--- config.mk ---
export PLATFORM = sky130hd
export DESIGN_NAME = tomasulo_core
export DESIGN_NICKNAME = d
export VERILOG_FILES = /design/src/verilog/core_pkg.sv /design/src/verilog/alu_unit.sv /design/src/verilog/cdb_arbiter.sv /design/src/verilog/inst_decode.sv /design/src/verilog/mul_unit.sv /design/src/verilog/rs_bank.sv /design/src/verilog/tag_regfile.sv /design/src/verilog/tomasulo_core.sv
export VERILOG_INCLUDE_DIRS = /design/src /design/src/verilog
export SDC_FILE = /design/constraint.sdc
export NUM_CORES = 2
export LEC_CHECK = 0
export BUFFER_PORTS_ARGS = -buffer_cell sky130_fd_sc_hd__buf_2
export CORE_MARGIN = 2
export CORE_UTILIZATION = 51
export CTS_BUF_LIST = sky130_fd_sc_hd__clkbuf_4
export CTS_CLUSTER_DIAMETER = 60
export CTS_CLUSTER_SIZE = 10
export DETAILED_ROUTE_END_ITERATION = 6
export GPL_ROUTABILITY_DRIVEN = 0
export PLACE_DENSITY = 0.67
export SYNTH_ARGS = -nofsm -noshare
export SYNTH_HDL_FRONTEND = slang
export SYNTH_HIERARCHICAL = 1
export SYNTH_SLANG_ARGS = --single-unit
--- constraint.sdc ---
create_clock -name clk -period 16 [get_ports clk]
set_input_delay 2.4 -clock clk [delete_from_list [all_inputs] [get_ports clk]]
set_output_delay 2.4 -clock clk [all_outputs]
set_load 0.01 [all_outputs]
--- src/verilog/core_cfg.svh ---
`ifndef CORE_CFG_SVH
`define CORE_CFG_SVH

// ------------------------------------------------------------
// Datapath widths
// ------------------------------------------------------------
`define XLEN          32   // Data word width
`define REG_ADDR_W    5    // 32 architectural registers
`define TAG_W         3    // Producer tag width, tag 0 means ready

// ------------------------------------------------------------
// Functional unit sizing
// ------------------------------------------------------------
`define RS_PER_UNIT   2    // Stations in each unit
`define ALU_TAG_BASE  1    // ALU owns tags 1 and 2
`define MUL_TAG_BASE  3    // Multiplier owns tags 3 and 4
`define MUL_STAGES    3    // Multiplier pipeline depth

`endif

--- src/verilog/core_pkg.sv ---
`include "core_cfg.svh"

package core_pkg;

	// ------------------------------------------------------------
	// Scalar types
	// ------------------------------------------------------------
	typedef logic [`XLEN-1:0]       word_t;      // One data value
	typedef logic [`REG_ADDR_W-1:0] reg_addr_t;  // Register index
	typedef logic [`TAG_W-1:0]      tag_t;       // Producer tag

	typedef enum logic [2:0] {
		ADD = 3'd0,
		SUB = 3'd1,
		AND = 3'd2,
		OR  = 3'd3,
		XOR = 3'd4
	} alu_op_e;

	typedef enum logic [1:0] {
		NONE = 2'd0,   // Not issued
		ALU  = 2'd1,
		MUL  = 2'd2
	} unit_e;

	// ------------------------------------------------------------
	// Bundles
	// ------------------------------------------------------------
	typedef struct packed {
		tag_t  tag;    // Zero once the value is present
		word_t value;
	} operand_t;

	typedef struct packed {
		unit_e     unit;     // Target functional unit
		alu_op_e   alu_op;
		reg_addr_t rd;
		reg_addr_t rs1;
		reg_addr_t rs2;
		word_t     imm;      // Sign extended I-type immediate
		logic      use_imm;  // Operand b from imm
	} issue_t;

	typedef struct packed {
		logic  valid;
		tag_t  tag;
		word_t value;
	} cdb_t;

	typedef struct packed {
		logic    valid;
		tag_t    tag;    // Destination tag of the station
		alu_op_e op;
		word_t   a;
		word_t   b;
	} exec_req_t;

endpackage

--- src/verilog/alu_unit.sv ---
`timescale 1ns/1ps
`include "core_cfg.svh"

module alu_unit import core_pkg::*; (
	input  logic     clk,
	input  logic     rst_n,
	input  logic     issue,
	input  alu_op_e  op,
	input  operand_t a,
	input  operand_t b,
	output tag_t     issue_tag,
	output logic     all_busy,
	input  cdb_t     cdb,
	input  logic     alu_grant,   // Held result goes out now
	output cdb_t     result,
	output logic     empty
);

	exec_req_t req;
	word_t     alu_val;
	logic      accept;

	assign accept = ~result.valid | alu_grant;  // Slot free or leaving

	rs_bank #(.TAG_BASE(`ALU_TAG_BASE)) u_rs_bank (
		.clk(clk), .rst_n(rst_n), .issue(issue), .op(op), .a(a), .b(b),
		.issue_tag(issue_tag), .all_busy(all_busy), .empty(empty),
		.cdb(cdb), .accept(accept), .req(req)
	);

	always_comb begin
		case (req.op)
			SUB:     alu_val = req.a - req.b;
			AND:     alu_val = req.a & req.b;
			OR:      alu_val = req.a | req.b;
			XOR:     alu_val = req.a ^ req.b;
			default: alu_val = req.a + req.b;  // ADD and ADDI
		endcase
	end

	// One-entry holding register until granted
	always_ff @(posedge clk) begin
		if (!rst_n) begin
			result.valid <= 1'b0;
		end else if (req.valid) begin
			result <= '{valid: 1'b1, tag: req.tag, value: alu_val};
		end else if (alu_grant) begin
			result.valid <= 1'b0;
		end
	end

endmodule

--- src/verilog/cdb_arbiter.sv ---
`timescale 1ns/1ps

module cdb_arbiter import core_pkg::*; (
	input  logic clk,
	input  logic rst_n,
	input  cdb_t mul_res,    // One-cycle pulse from the pipeline
	input  cdb_t alu_res,    // Held until granted
	output logic alu_grant,
	output cdb_t cdb
);

	// Multiplier wins since it cannot wait
	assign alu_grant = alu_res.valid & ~mul_res.valid;

	// ------------------------------------------------------------
	// Registered bus
	// ------------------------------------------------------------
	always_ff @(posedge clk) begin
		if (!rst_n) begin
			cdb.valid <= 1'b0;
		end else if (mul_res.valid) begin
			cdb <= mul_res;
		end else if (alu_grant) begin
			cdb <= alu_res;
		end else begin
			cdb.valid <= 1'b0;     // Idle bus
		end
	end

endmodule

--- src/verilog/inst_decode.sv ---
`timescale 1ns/1ps

module inst_decode import core_pkg::*; (
	input  word_t  inst,
	output issue_t dec
);

	// RV32 opcode and funct fields
	localparam logic [6:0] OPC_OP     = 7'b0110011;  // Register-register ops
	localparam logic [6:0] OPC_OP_IMM = 7'b0010011;  // Register-immediate ops
	localparam logic [6:0] F7_BASE    = 7'b0000000;
	localparam logic [6:0] F7_ALT     = 7'b0100000;  // SUB
	localparam logic [6:0] F7_MULDIV  = 7'b0000001;  // M extension

	logic [6:0] opcode;
	logic [2:0] funct3;
	logic [6:0] funct7;

	assign opcode = inst[6:0];
	assign funct3 = inst[14:12];
	assign funct7 = inst[31:25];

	always_comb begin
		dec         = '0;                           // Unit NONE by default
		dec.rd      = inst[11:7];
		dec.rs1     = inst[19:15];
		dec.rs2     = inst[24:20];
		dec.imm     = {{20{inst[31]}}, inst[31:20]};  // Sign extend
		dec.alu_op  = ADD;
		dec.use_imm = 1'b0;
		case (opcode)
			OPC_OP: begin
				if (funct7 == F7_MULDIV && funct3 == 3'b000) begin
					dec.unit = MUL;                   // MUL
				end else if (funct7 == F7_ALT && funct3 == 3'b000) begin
					dec.unit   = ALU;                 // SUB
					dec.alu_op = SUB;
				end else if (funct7 == F7_BASE) begin
					case (funct3)
						3'b000:  begin dec.unit = ALU; dec.alu_op = ADD; end
						3'b111:  begin dec.unit = ALU; dec.alu_op = AND; end
						3'b110:  begin dec.unit = ALU; dec.alu_op = OR;  end
						3'b100:  begin dec.unit = ALU; dec.alu_op = XOR; end
						default: dec.unit = NONE;       // Shifts and compares
					endcase
				end
			end
			OPC_OP_IMM: begin
				if (funct3 == 3'b000) begin         // ADDI only
					dec.unit    = ALU;
					dec.alu_op  = ADD;
					dec.use_imm = 1'b1;
				end
			end
			default: dec.unit = NONE;
		endcase
	end

endmodule

--- src/verilog/mul_unit.sv ---
`timescale 1ns/1ps
`include "core_cfg.svh"

module mul_unit import core_pkg::*; (
	input  logic     clk,
	input  logic     rst_n,
	input  logic     issue,
	input  alu_op_e  op,
	input  operand_t a,
	input  operand_t b,
	output tag_t     issue_tag,
	output logic     all_busy,
	input  cdb_t     cdb,
	output cdb_t     result,      // Valid for one cycle
	output logic     empty
);

	localparam int S = `MUL_STAGES;

	exec_req_t       req;
	logic [S-1:0]    pipe_valid;
	tag_t            pipe_tag [S];
	word_t           pipe_val [S];

	// Pipeline never stalls so requests always go
	rs_bank #(.TAG_BASE(`MUL_TAG_BASE)) u_rs_bank (
		.clk(clk), .rst_n(rst_n), .issue(issue), .op(op), .a(a), .b(b),
		.issue_tag(issue_tag), .all_busy(all_busy), .empty(empty),
		.cdb(cdb), .accept(1'b1), .req(req)
	);

	// ------------------------------------------------------------
	// Product pipeline
	// ------------------------------------------------------------
	always_ff @(posedge clk) begin
		if (!rst_n) begin
			pipe_valid <= '0;
		end else begin
			pipe_valid[0] <= req.valid;
			for (int k = 1; k < S; k++) begin
				pipe_valid[k] <= pipe_valid[k-1];
			end
		end
	end

	always_ff @(posedge clk) begin
		pipe_tag[0] <= req.tag;
		pipe_val[0] <= word_t'(req.a * req.b);  // Low 32 bits only
		for (int k = 1; k < S; k++) begin
			pipe_tag[k] <= pipe_tag[k-1];
			pipe_val[k] <= pipe_val[k-1];
		end
	end

	assign result = '{valid: pipe_valid[S-1], tag: pipe_tag[S-1], value: pipe_val[S-1]};

endmodule

--- src/verilog/rs_bank.sv ---
`timescale 1ns/1ps
`include "core_cfg.svh"

module rs_bank import core_pkg::*; #(
	parameter int TAG_BASE = `ALU_TAG_BASE
) (
	input  logic      clk,
	input  logic      rst_n,
	input  logic      issue,
	input  alu_op_e   op,
	input  operand_t  a,
	input  operand_t  b,
	output tag_t      issue_tag,
	output logic      all_busy,
	output logic      empty,
	input  cdb_t      cdb,
	input  logic      accept,     // Unit can take a request
	output exec_req_t req
);

	localparam int N     = `RS_PER_UNIT;
	localparam int IDX_W = (N > 1) ? $clog2(N) : 1;

	logic [N-1:0]     busy;        // Station holds an instruction
	logic [N-1:0]     dispatched;  // Sent to the unit
	logic [N-1:0]     ready;
	alu_op_e          ent_op [N];
	operand_t         ent_a  [N];
	operand_t         ent_b  [N];
	logic [IDX_W-1:0] free_idx;
	logic [IDX_W-1:0] disp_idx;
	logic             has_free;
	logic             has_ready;

	// ------------------------------------------------------------
	// Lowest free and lowest ready station
	// ------------------------------------------------------------
	always_comb begin
		has_free  = 1'b0;
		has_ready = 1'b0;
		free_idx  = '0;
		disp_idx  = '0;
		for (int i = N - 1; i >= 0; i--) begin       // Last hit is lowest
			ready[i] = busy[i] & ~dispatched[i] & (ent_a[i].tag == '0) & (ent_b[i].tag == '0);
			if (!busy[i]) begin
				has_free = 1'b1;
				free_idx = IDX_W'(i);
			end
			if (ready[i]) begin
				has_ready = 1'b1;
				disp_idx  = IDX_W'(i);
			end
		end
		req.valid = has_ready & accept;
		req.tag   = tag_t'(TAG_BASE + int'(disp_idx));
		req.op    = ent_op[disp_idx];
		req.a     = ent_a[disp_idx].value;
		req.b     = ent_b[disp_idx].value;
	end

	assign issue_tag = tag_t'(TAG_BASE + int'(free_idx));
	assign all_busy  = ~has_free;
	assign empty     = ~|busy;

	// Station state
	always_ff @(posedge clk) begin
		if (!rst_n) begin
			busy       <= '0;
			dispatched <= '0;
		end else begin
			for (int i = 0; i < N; i++) begin
				if (cdb.valid && cdb.tag == tag_t'(TAG_BASE + i)) begin
					busy[i]       <= 1'b0;             // Freed on broadcast
					dispatched[i] <= 1'b0;
				end else if (req.valid && disp_idx == IDX_W'(i)) begin
					dispatched[i] <= 1'b1;
				end
			end
			if (issue && has_free) begin
				busy[free_idx]       <= 1'b1;
				dispatched[free_idx] <= 1'b0;
			end
		end
	end

	// Operand capture and CDB snoop
	always_ff @(posedge clk) begin
		for (int i = 0; i < N; i++) begin
			if (issue && has_free && free_idx == IDX_W'(i)) begin
				ent_op[i] <= op;
				ent_a[i]  <= a;
				ent_b[i]  <= b;
			end else begin
				if (cdb.valid && ent_a[i].tag != '0 && ent_a[i].tag == cdb.tag)
					ent_a[i] <= '{tag: '0, value: cdb.value};
				if (cdb.valid && ent_b[i].tag != '0 && ent_b[i].tag == cdb.tag)
					ent_b[i] <= '{tag: '0, value: cdb.value};
			end
		end
	end

endmodule

--- src/verilog/tag_regfile.sv ---
`timescale 1ns/1ps
`include "core_cfg.svh"

module tag_regfile import core_pkg::*; (
	input  logic      clk,
	input  logic      rst_n,
	input  reg_addr_t rs1,
	input  reg_addr_t rs2,
	output operand_t  op_a,
	output operand_t  op_b,
	input  logic      rename,      // Issue strobe
	input  reg_addr_t rd,
	input  tag_t      rename_tag,
	input  cdb_t      cdb,
	input  reg_addr_t rd_addr,     // Debug read port
	output word_t     rd_data,
	output logic      pending      // Some register awaits a result
);

	localparam int NREG = 1 << `REG_ADDR_W;

	tag_t  reg_tag [NREG];  // Producer of the next value
	word_t reg_val [NREG];

	// Operand read with bypass of a broadcast in this cycle
	function automatic operand_t read_op(reg_addr_t addr);
		operand_t res;
		res.tag   = reg_tag[addr];
		res.value = reg_val[addr];
		if (cdb.valid && res.tag != '0 && res.tag == cdb.tag) begin
			res.tag   = '0;                  // Value arrives now
			res.value = cdb.value;
		end
		return res;
	endfunction

	always_comb begin
		op_a = read_op(rs1);
		op_b = read_op(rs2);
	end

	assign rd_data = reg_val[rd_addr];

	always_comb begin
		pending = 1'b0;
		for (int i = 0; i < NREG; i++) begin
			pending = pending | (|reg_tag[i]);
		end
	end

	// ------------------------------------------------------------
	// Rename at issue, retire on CDB match
	// ------------------------------------------------------------
	always_ff @(posedge clk) begin
		if (!rst_n) begin
			for (int i = 0; i < NREG; i++) begin
				reg_tag[i] <= '0;
				reg_val[i] <= '0;
			end
		end else begin
			for (int i = 1; i < NREG; i++) begin       // x0 never written
				if (cdb.valid && reg_tag[i] != '0 && reg_tag[i] == cdb.tag) begin
					reg_val[i] <= cdb.value;
					reg_tag[i] <= '0;
				end
				if (rename && rd == reg_addr_t'(i)) begin
					reg_tag[i] <= rename_tag;               // Overrides retire
				end
			end
		end
	end

endmodule

--- src/verilog/tomasulo_core.sv ---
`timescale 1ns/1ps

module tomasulo_core import core_pkg::*; (
	input  logic      clk,
	input  logic      rst_n,
	input  logic      inst_valid,   // One-cycle strobe
	input  word_t     inst,
	output logic      issue_full,   // Target unit has no free station
	output logic      busy,
	output cdb_t      cdb,
	input  reg_addr_t reg_rd_addr,
	output word_t     reg_rd_data
);

	issue_t   dec;
	operand_t op_a, op_b, op_b_sel;
	logic     issue_go, alu_issue, mul_issue;
	tag_t     alu_tag, mul_tag, rename_tag;
	logic     alu_all_busy, mul_all_busy;
	logic     alu_empty, mul_empty;
	logic     alu_grant, pending;
	cdb_t     alu_res, mul_res;

	// ------------------------------------------------------------
	// Issue
	// ------------------------------------------------------------
	assign issue_full = (dec.unit == ALU && alu_all_busy) || (dec.unit == MUL && mul_all_busy);
	assign issue_go   = inst_valid & ~issue_full & (dec.unit != NONE);
	assign alu_issue  = issue_go & (dec.unit == ALU);
	assign mul_issue  = issue_go & (dec.unit == MUL);
	assign rename_tag = (dec.unit == MUL) ? mul_tag : alu_tag;
	assign op_b_sel   = dec.use_imm ? '{tag: '0, value: dec.imm} : op_b;  // ADDI
	assign busy       = ~alu_empty | ~mul_empty | pending;

	inst_decode u_inst_decode (.inst(inst), .dec(dec));

	tag_regfile u_tag_regfile (
		.clk(clk), .rst_n(rst_n), .rs1(dec.rs1), .rs2(dec.rs2),
		.op_a(op_a), .op_b(op_b), .rename(issue_go), .rd(dec.rd),
		.rename_tag(rename_tag), .cdb(cdb), .rd_addr(reg_rd_addr),
		.rd_data(reg_rd_data), .pending(pending)
	);

	// ------------------------------------------------------------
	// Execute and result
	// ------------------------------------------------------------
	alu_unit u_alu_unit (
		.clk(clk), .rst_n(rst_n), .issue(alu_issue), .op(dec.alu_op),
		.a(op_a), .b(op_b_sel), .issue_tag(alu_tag), .all_busy(alu_all_busy),
		.cdb(cdb), .alu_grant(alu_grant), .result(alu_res), .empty(alu_empty)
	);

	mul_unit u_mul_unit (
		.clk(clk), .rst_n(rst_n), .issue(mul_issue), .op(dec.alu_op),
		.a(op_a), .b(op_b), .issue_tag(mul_tag), .all_busy(mul_all_busy),
		.cdb(cdb), .result(mul_res), .empty(mul_empty)
	);

	cdb_arbiter u_cdb_arbiter (
		.clk(clk), .rst_n(rst_n), .mul_res(mul_res), .alu_res(alu_res),
		.alu_grant(alu_grant), .cdb(cdb)
	);

endmodule
# After elaboration in Yosys (flattened, before gate mapping)
# Memory sizes are Yosys's and may differ from the RTL's.
# Cells that the tools add are included.
# totals
in_bits	40
mem_bits_rw	1511
memories	9
reg_bits	83
latch_bits	0
romBits	0
out_inout_bits	70
# mem_list
name	depth	width	read_ports	rd_clocked_by_memory_dff	write_ports	line	text
u_tag_regfile.reg_val	32	32	3	0	32	tag_regfile.sv:23	word_t reg_val [NREG];
u_mul_unit.pipe_val	3	32	3	0	3	mul_unit.sv:23	word_t pipe_val [S];
u_tag_regfile.reg_tag	32	3	34	0	32	tag_regfile.sv:22	tag_t reg_tag [NREG];
u_alu_unit.u_rs_bank.ent_a	2	35	3	0	2	rs_bank.sv:28	operand_t ent_a [N];
u_alu_unit.u_rs_bank.ent_b	2	35	3	0	2	rs_bank.sv:29	operand_t ent_b [N];
u_mul_unit.u_rs_bank.ent_a	2	35	3	0	2	rs_bank.sv:28	
+3 memories	n/a	n/a	n/a	n/a	n/a	n/a	
# classes
eq_ne	89
bitwise_logic	175
multipliers	1
addsub	6
n_div	0
order_cmp	4
reduce_logical	226
muxes	384
n_shift	0
# ops
operator	n
$mux W32	31
$mux W35	12
$mux W1	261
$mux W3	65
$or A1 B1 Y1	135
$logic_and A1 B1 Y1	133
$pmux W32 S4	1
$eq A3 B3 Y1	41
$reduce_bool A3 Y1	41
$reduce_or A3 Y1	33
$eq A5 B5 Y1 const B	16
$eq A5 B4 Y1 const B	8
$mux W36	1
$add A32 B32 Y32	1
$and A32 B32 Y32	1
$mul A32 B32 Y32	1
$or A32 B32 Y32	1
$sub A32 B32 Y32	1
$xor A32 B32 Y32	1
$logic_not A3 Y1	9
$eq A5 B3 Y1 const B	4
$and A1 B1 Y1	18
$eq A3 B3 Y1 const B	5
$eq A7 B6 Y1 const B	2
other kinds (29)	63

# Depth between registers and ports, before layout
# An unclocked memory read counts as a cell.
# logic_depth
depth_word	34
ltp_mapped	32
mapped_depth_nobuf	30

# By module
# Netlist, hierarchy kept.
# modules_own_cells
mod	cells_per_inst	seq_area_each_um2	area_each_um2	instances
tag_regfile	3919	32581.2	64023.9	1
mul_unit	1859	2162.1	17996.0	1
rs_bank at u_alu_unit.u_rs_bank	471	4404.2	7191.9	1
rs_bank at u_mul_unit.u_rs_bank	469	4404.2	7188.1	1
alu_unit	705	1071.0	5551.6	1
cdb_arbiter	78	1071.0	1589.0	1
tomasulo_core	52	0.0	658.1	1
inst_decode	68	0.0	488.0	1

# Worst setup path after synthesis
# OpenSTA, ideal clock, no wires.
# synth_timing
path_type	register to register
startpoint	memory u_mul_unit/u_rs_bank/ent_a[1][32] (netlist name)
endpoint	memory u_mul_unit/pipe_val[0][30] (netlist name)
t_required_ns	15.873
slack_ns	8.065
path_buffers	3
path_stages_with_launch	32
arrival_time_ns	7.808
cell_sequence	dfxtp_1 > or4_1 > or2_1 > a21oi_2 > inv_2 > buf_2 > mux2_2 > clkbuf_1 > clkbuf_1 > and2_1 > fa_1 > inv_1 > fa_1 > fa_1 > inv_1 > fa_1 > ha_1 > ha_1 > inv_1 > fa_1 > inv_1 > fa_1 > ha_1 > a21o_1 > a2111oi_0 > o21ai_0 > a21oi_1 > o211ai_1 > a21oi_1 > o21a_1 > o21ai_0 > xor2_1
# synth_rtl
item	line
start: declaration	rs_bank.sv:28
end: declaration	mul_unit.sv:23

==> results.toml <==
[outcome]
status = "complete, no violations"

[power_and_ir_drop]
ir_drop_uv = 91.56
switching_power_mw = 2.145
leakagePower_nw = 40.37
pwr-share-comb_pct = 14.7
power-per-cell-area_mw_per_mm2 = 73.34
p_int_mw = 5.862
seqPwrFrac_pct = 58.0
switching_share_pct = 26.79
p_clk_share_pct = 27.3

[setup_path]
required_ns = 17.18
cp_slowest_stage_delay_ns = 0.85
cpMaxStageDelayCell = "mux2_2"
cp_max_fo = 34
startpoint = "u_mul_unit/u_rs_bank/ent_a[0][34]"
timing.rr.start = "u_mul_unit/u_rs_bank/ent_a[0][34]"
start_kind = "flop"
arrival_ns = 11.04
critical-path-top-delay-family = "adder cells"
worst-path-buf-inv = 6
crit_top_cell = "fa_1"
crit_type = "reg -> reg"
endpoint_kind = "flop"

[floorplan]
core_sq_mm = 0.2042
initial_utilization_pct = 51.17
chipHeight_um = 456.6
die_x_um = 456.6
die_area_sq_mm = 0.2085
rows = 166
pin_count = 110

[cells_and_area]
fillers = 16660
syn_to_final_growth_pct = 4.510
multi_input_area_sq_mm = 0.05434
drive_gt1_share_pct = 28.70
register_area_sq_mm = 0.04552
nNetsFinal = 8073
mostFrequentLayoutCells = "edfxtp_1, mux4_2, nor2_1"
final_common_cell = "edfxtp_1"
postLayoutCoreUtil_pct = 53.48

[timing]
hold_viol = 0
timing.fmax_mhz = 101.4
slew_violations = 0
max_slew_margin_pct = 19.91
fin_crit_sh_pct = 61.64
fin_setup_tns_ns = 0
rsz0062_at_grt = "no"
finClkSkew_ns = 0.1409
min_period_ns = 9.863
setup_ws_ns = 6.137
worst_pin_slew_ns = 1.201
finalSetupViolations = 0

[clock_tree]
clkTransAtPathRegs_ns = 0.12
cts_tree = "done"
cts_setup_buffers = 0
insertion_delay_ns = 1.40
post_cts_resized = 0
numCtsBuffers = 184
root_buffer = "clkbuf_4"
ctsLongestPathBuffers = 3
ctsHoldBuffers = 0
clkSinkCount = 1559
cts.htree.levels = 4

[synth]
yosysWarnings = 6
syn_avg_cell_area_sq_um = 13.73
netlist_instances = 7611
netlist_area_sq_mm = 0.1045

[placed_design]
dpl.hpwl_mm = 214.3
place_ws_ns = 6.402
port_buffers = 109

[grt]
grt_usage_pct = 32.79
grt_pass1_wl_mm = 493.2
grt_pass1_vias = 69630
grt_max_degree = 96
grt_overflow = 0
grt_antenna_before_repair = 14

[route]
vias = 70180
drc = 0
viasPerCell = 6.891
routed_wl_mm = 344.0
first_pass_iters = 6
drtAntennaViolNets = 0
wl_per_cell_um = 33.77
drtIter0Drc = 10300

[job]
maxCapViolations = 0

[min_path]
hp-start = "u_mul_unit/pipe_tag[0][5]"
hold_class = "reg -> reg"
==> through the flow <==
| step | hold slack [ns] | power [mW] | area [sq um] | cells |
|---|---|---|---|---|
| 5_1_grt | 0.2911 | 8.215 | 109200 | 10180 |
| 2_1_floorplan | 0.3096 | 5.460 | 104500 | 7613 |
| 6_report | 0.2879 | 8.007 | 109200 | 10180 |
| 3_3_place_gp | 0.3100 | 5.860 | 107000 | 9907 |
| 3_5_place_dp | 0.3121 | 5.880 | 107000 | 9907 |
| 4_1_cts | 0.2716 | 8.008 | 109100 | 10170 |
==> power groups by stage <==
stage               sequential [mW]  clock (mW)  combinational [mW]
floorplan                      4.70           0               0.759
global placement               4.72           0                1.14
detailed placement             4.73           0                1.15
CTS                            4.64        2.22                1.15
global route                   4.65        2.36                1.20
finish                         4.64        2.18                1.18
==> flip-flops by register name (all words and copies together), names as in the netlist <==
register and flops:
u_mul_unit/pipe_val 96, u_alu_unit/result 36, u_mul_unit/u_rs_bank/busy 2, u_tag_regfile/reg_tag 93, u_mul_unit/u_rs_bank/ent_a 70, u_alu_unit/u_rs_bank/ent_b 70
u_mul_unit/pipe_tag 9, u_alu_unit/u_rs_bank/ent_op 6, u_alu_unit/u_rs_bank/dispatched 2, u_mul_unit/pipe_valid 3, u_cdb_arbiter/cdb 36, u_mul_unit/u_rs_bank/dispatched 2
u_tag_regfile/reg_val 992, u_alu_unit/u_rs_bank/ent_a 70, u_mul_unit/u_rs_bank/ent_b 70, u_alu_unit/u_rs_bank/busy 2
==> path summary, 6_finish.rpt <==
path	to	slack, ns	cells past startpoint
max	u_mul_unit/pipe_val[0][30]	6.14	28
min	u_mul_unit/pipe_tag[0][8]	0.29	0
min reg2reg	u_mul_unit/pipe_tag[0][8]	0.29	0
max reg2reg	u_mul_unit/pipe_val[0][30]	6.14	28
==> per-layer routing <==
layer,part of all wire [%],global-route usage (%),up-vias
met5,0.0073,0,-
met4,6.4,17.55,4
met3,12,8.471,1105
met2,46,51.41,5153
met1,35,42.00,36030
li1,-,-,27880
==> worst register-to-register path: cells and delay by family, from the launching register on <==
kind / cells / cell delay, ns
multiplexers: 1 / 0.87
buffers and inverters: 6 / 1.38
AND/OR/NAND/NOR: 2 / 0.80
flip-flops: 1 / 0.42
adder cells (fa/ha/maj): 9 / 3.73
AO/OA/AOI/OAI: 9 / 2.35
XOR/XNOR: 1 / 0.15
==> final cells by class <==
type | count | area share, %
tap | 2688 | 3.080
sequential | 1559 | 41.69
inverter | 504 | 1.737
clock buffer | 227 | 1.561
multi-input combinational | 4878 | 49.77
timing repair buffer | 278 | 1.755
antenna | 16 | 0.03667
clock inverter | 34 | 0.3724
Note: power is estimated with default switching activity, not from simulation.
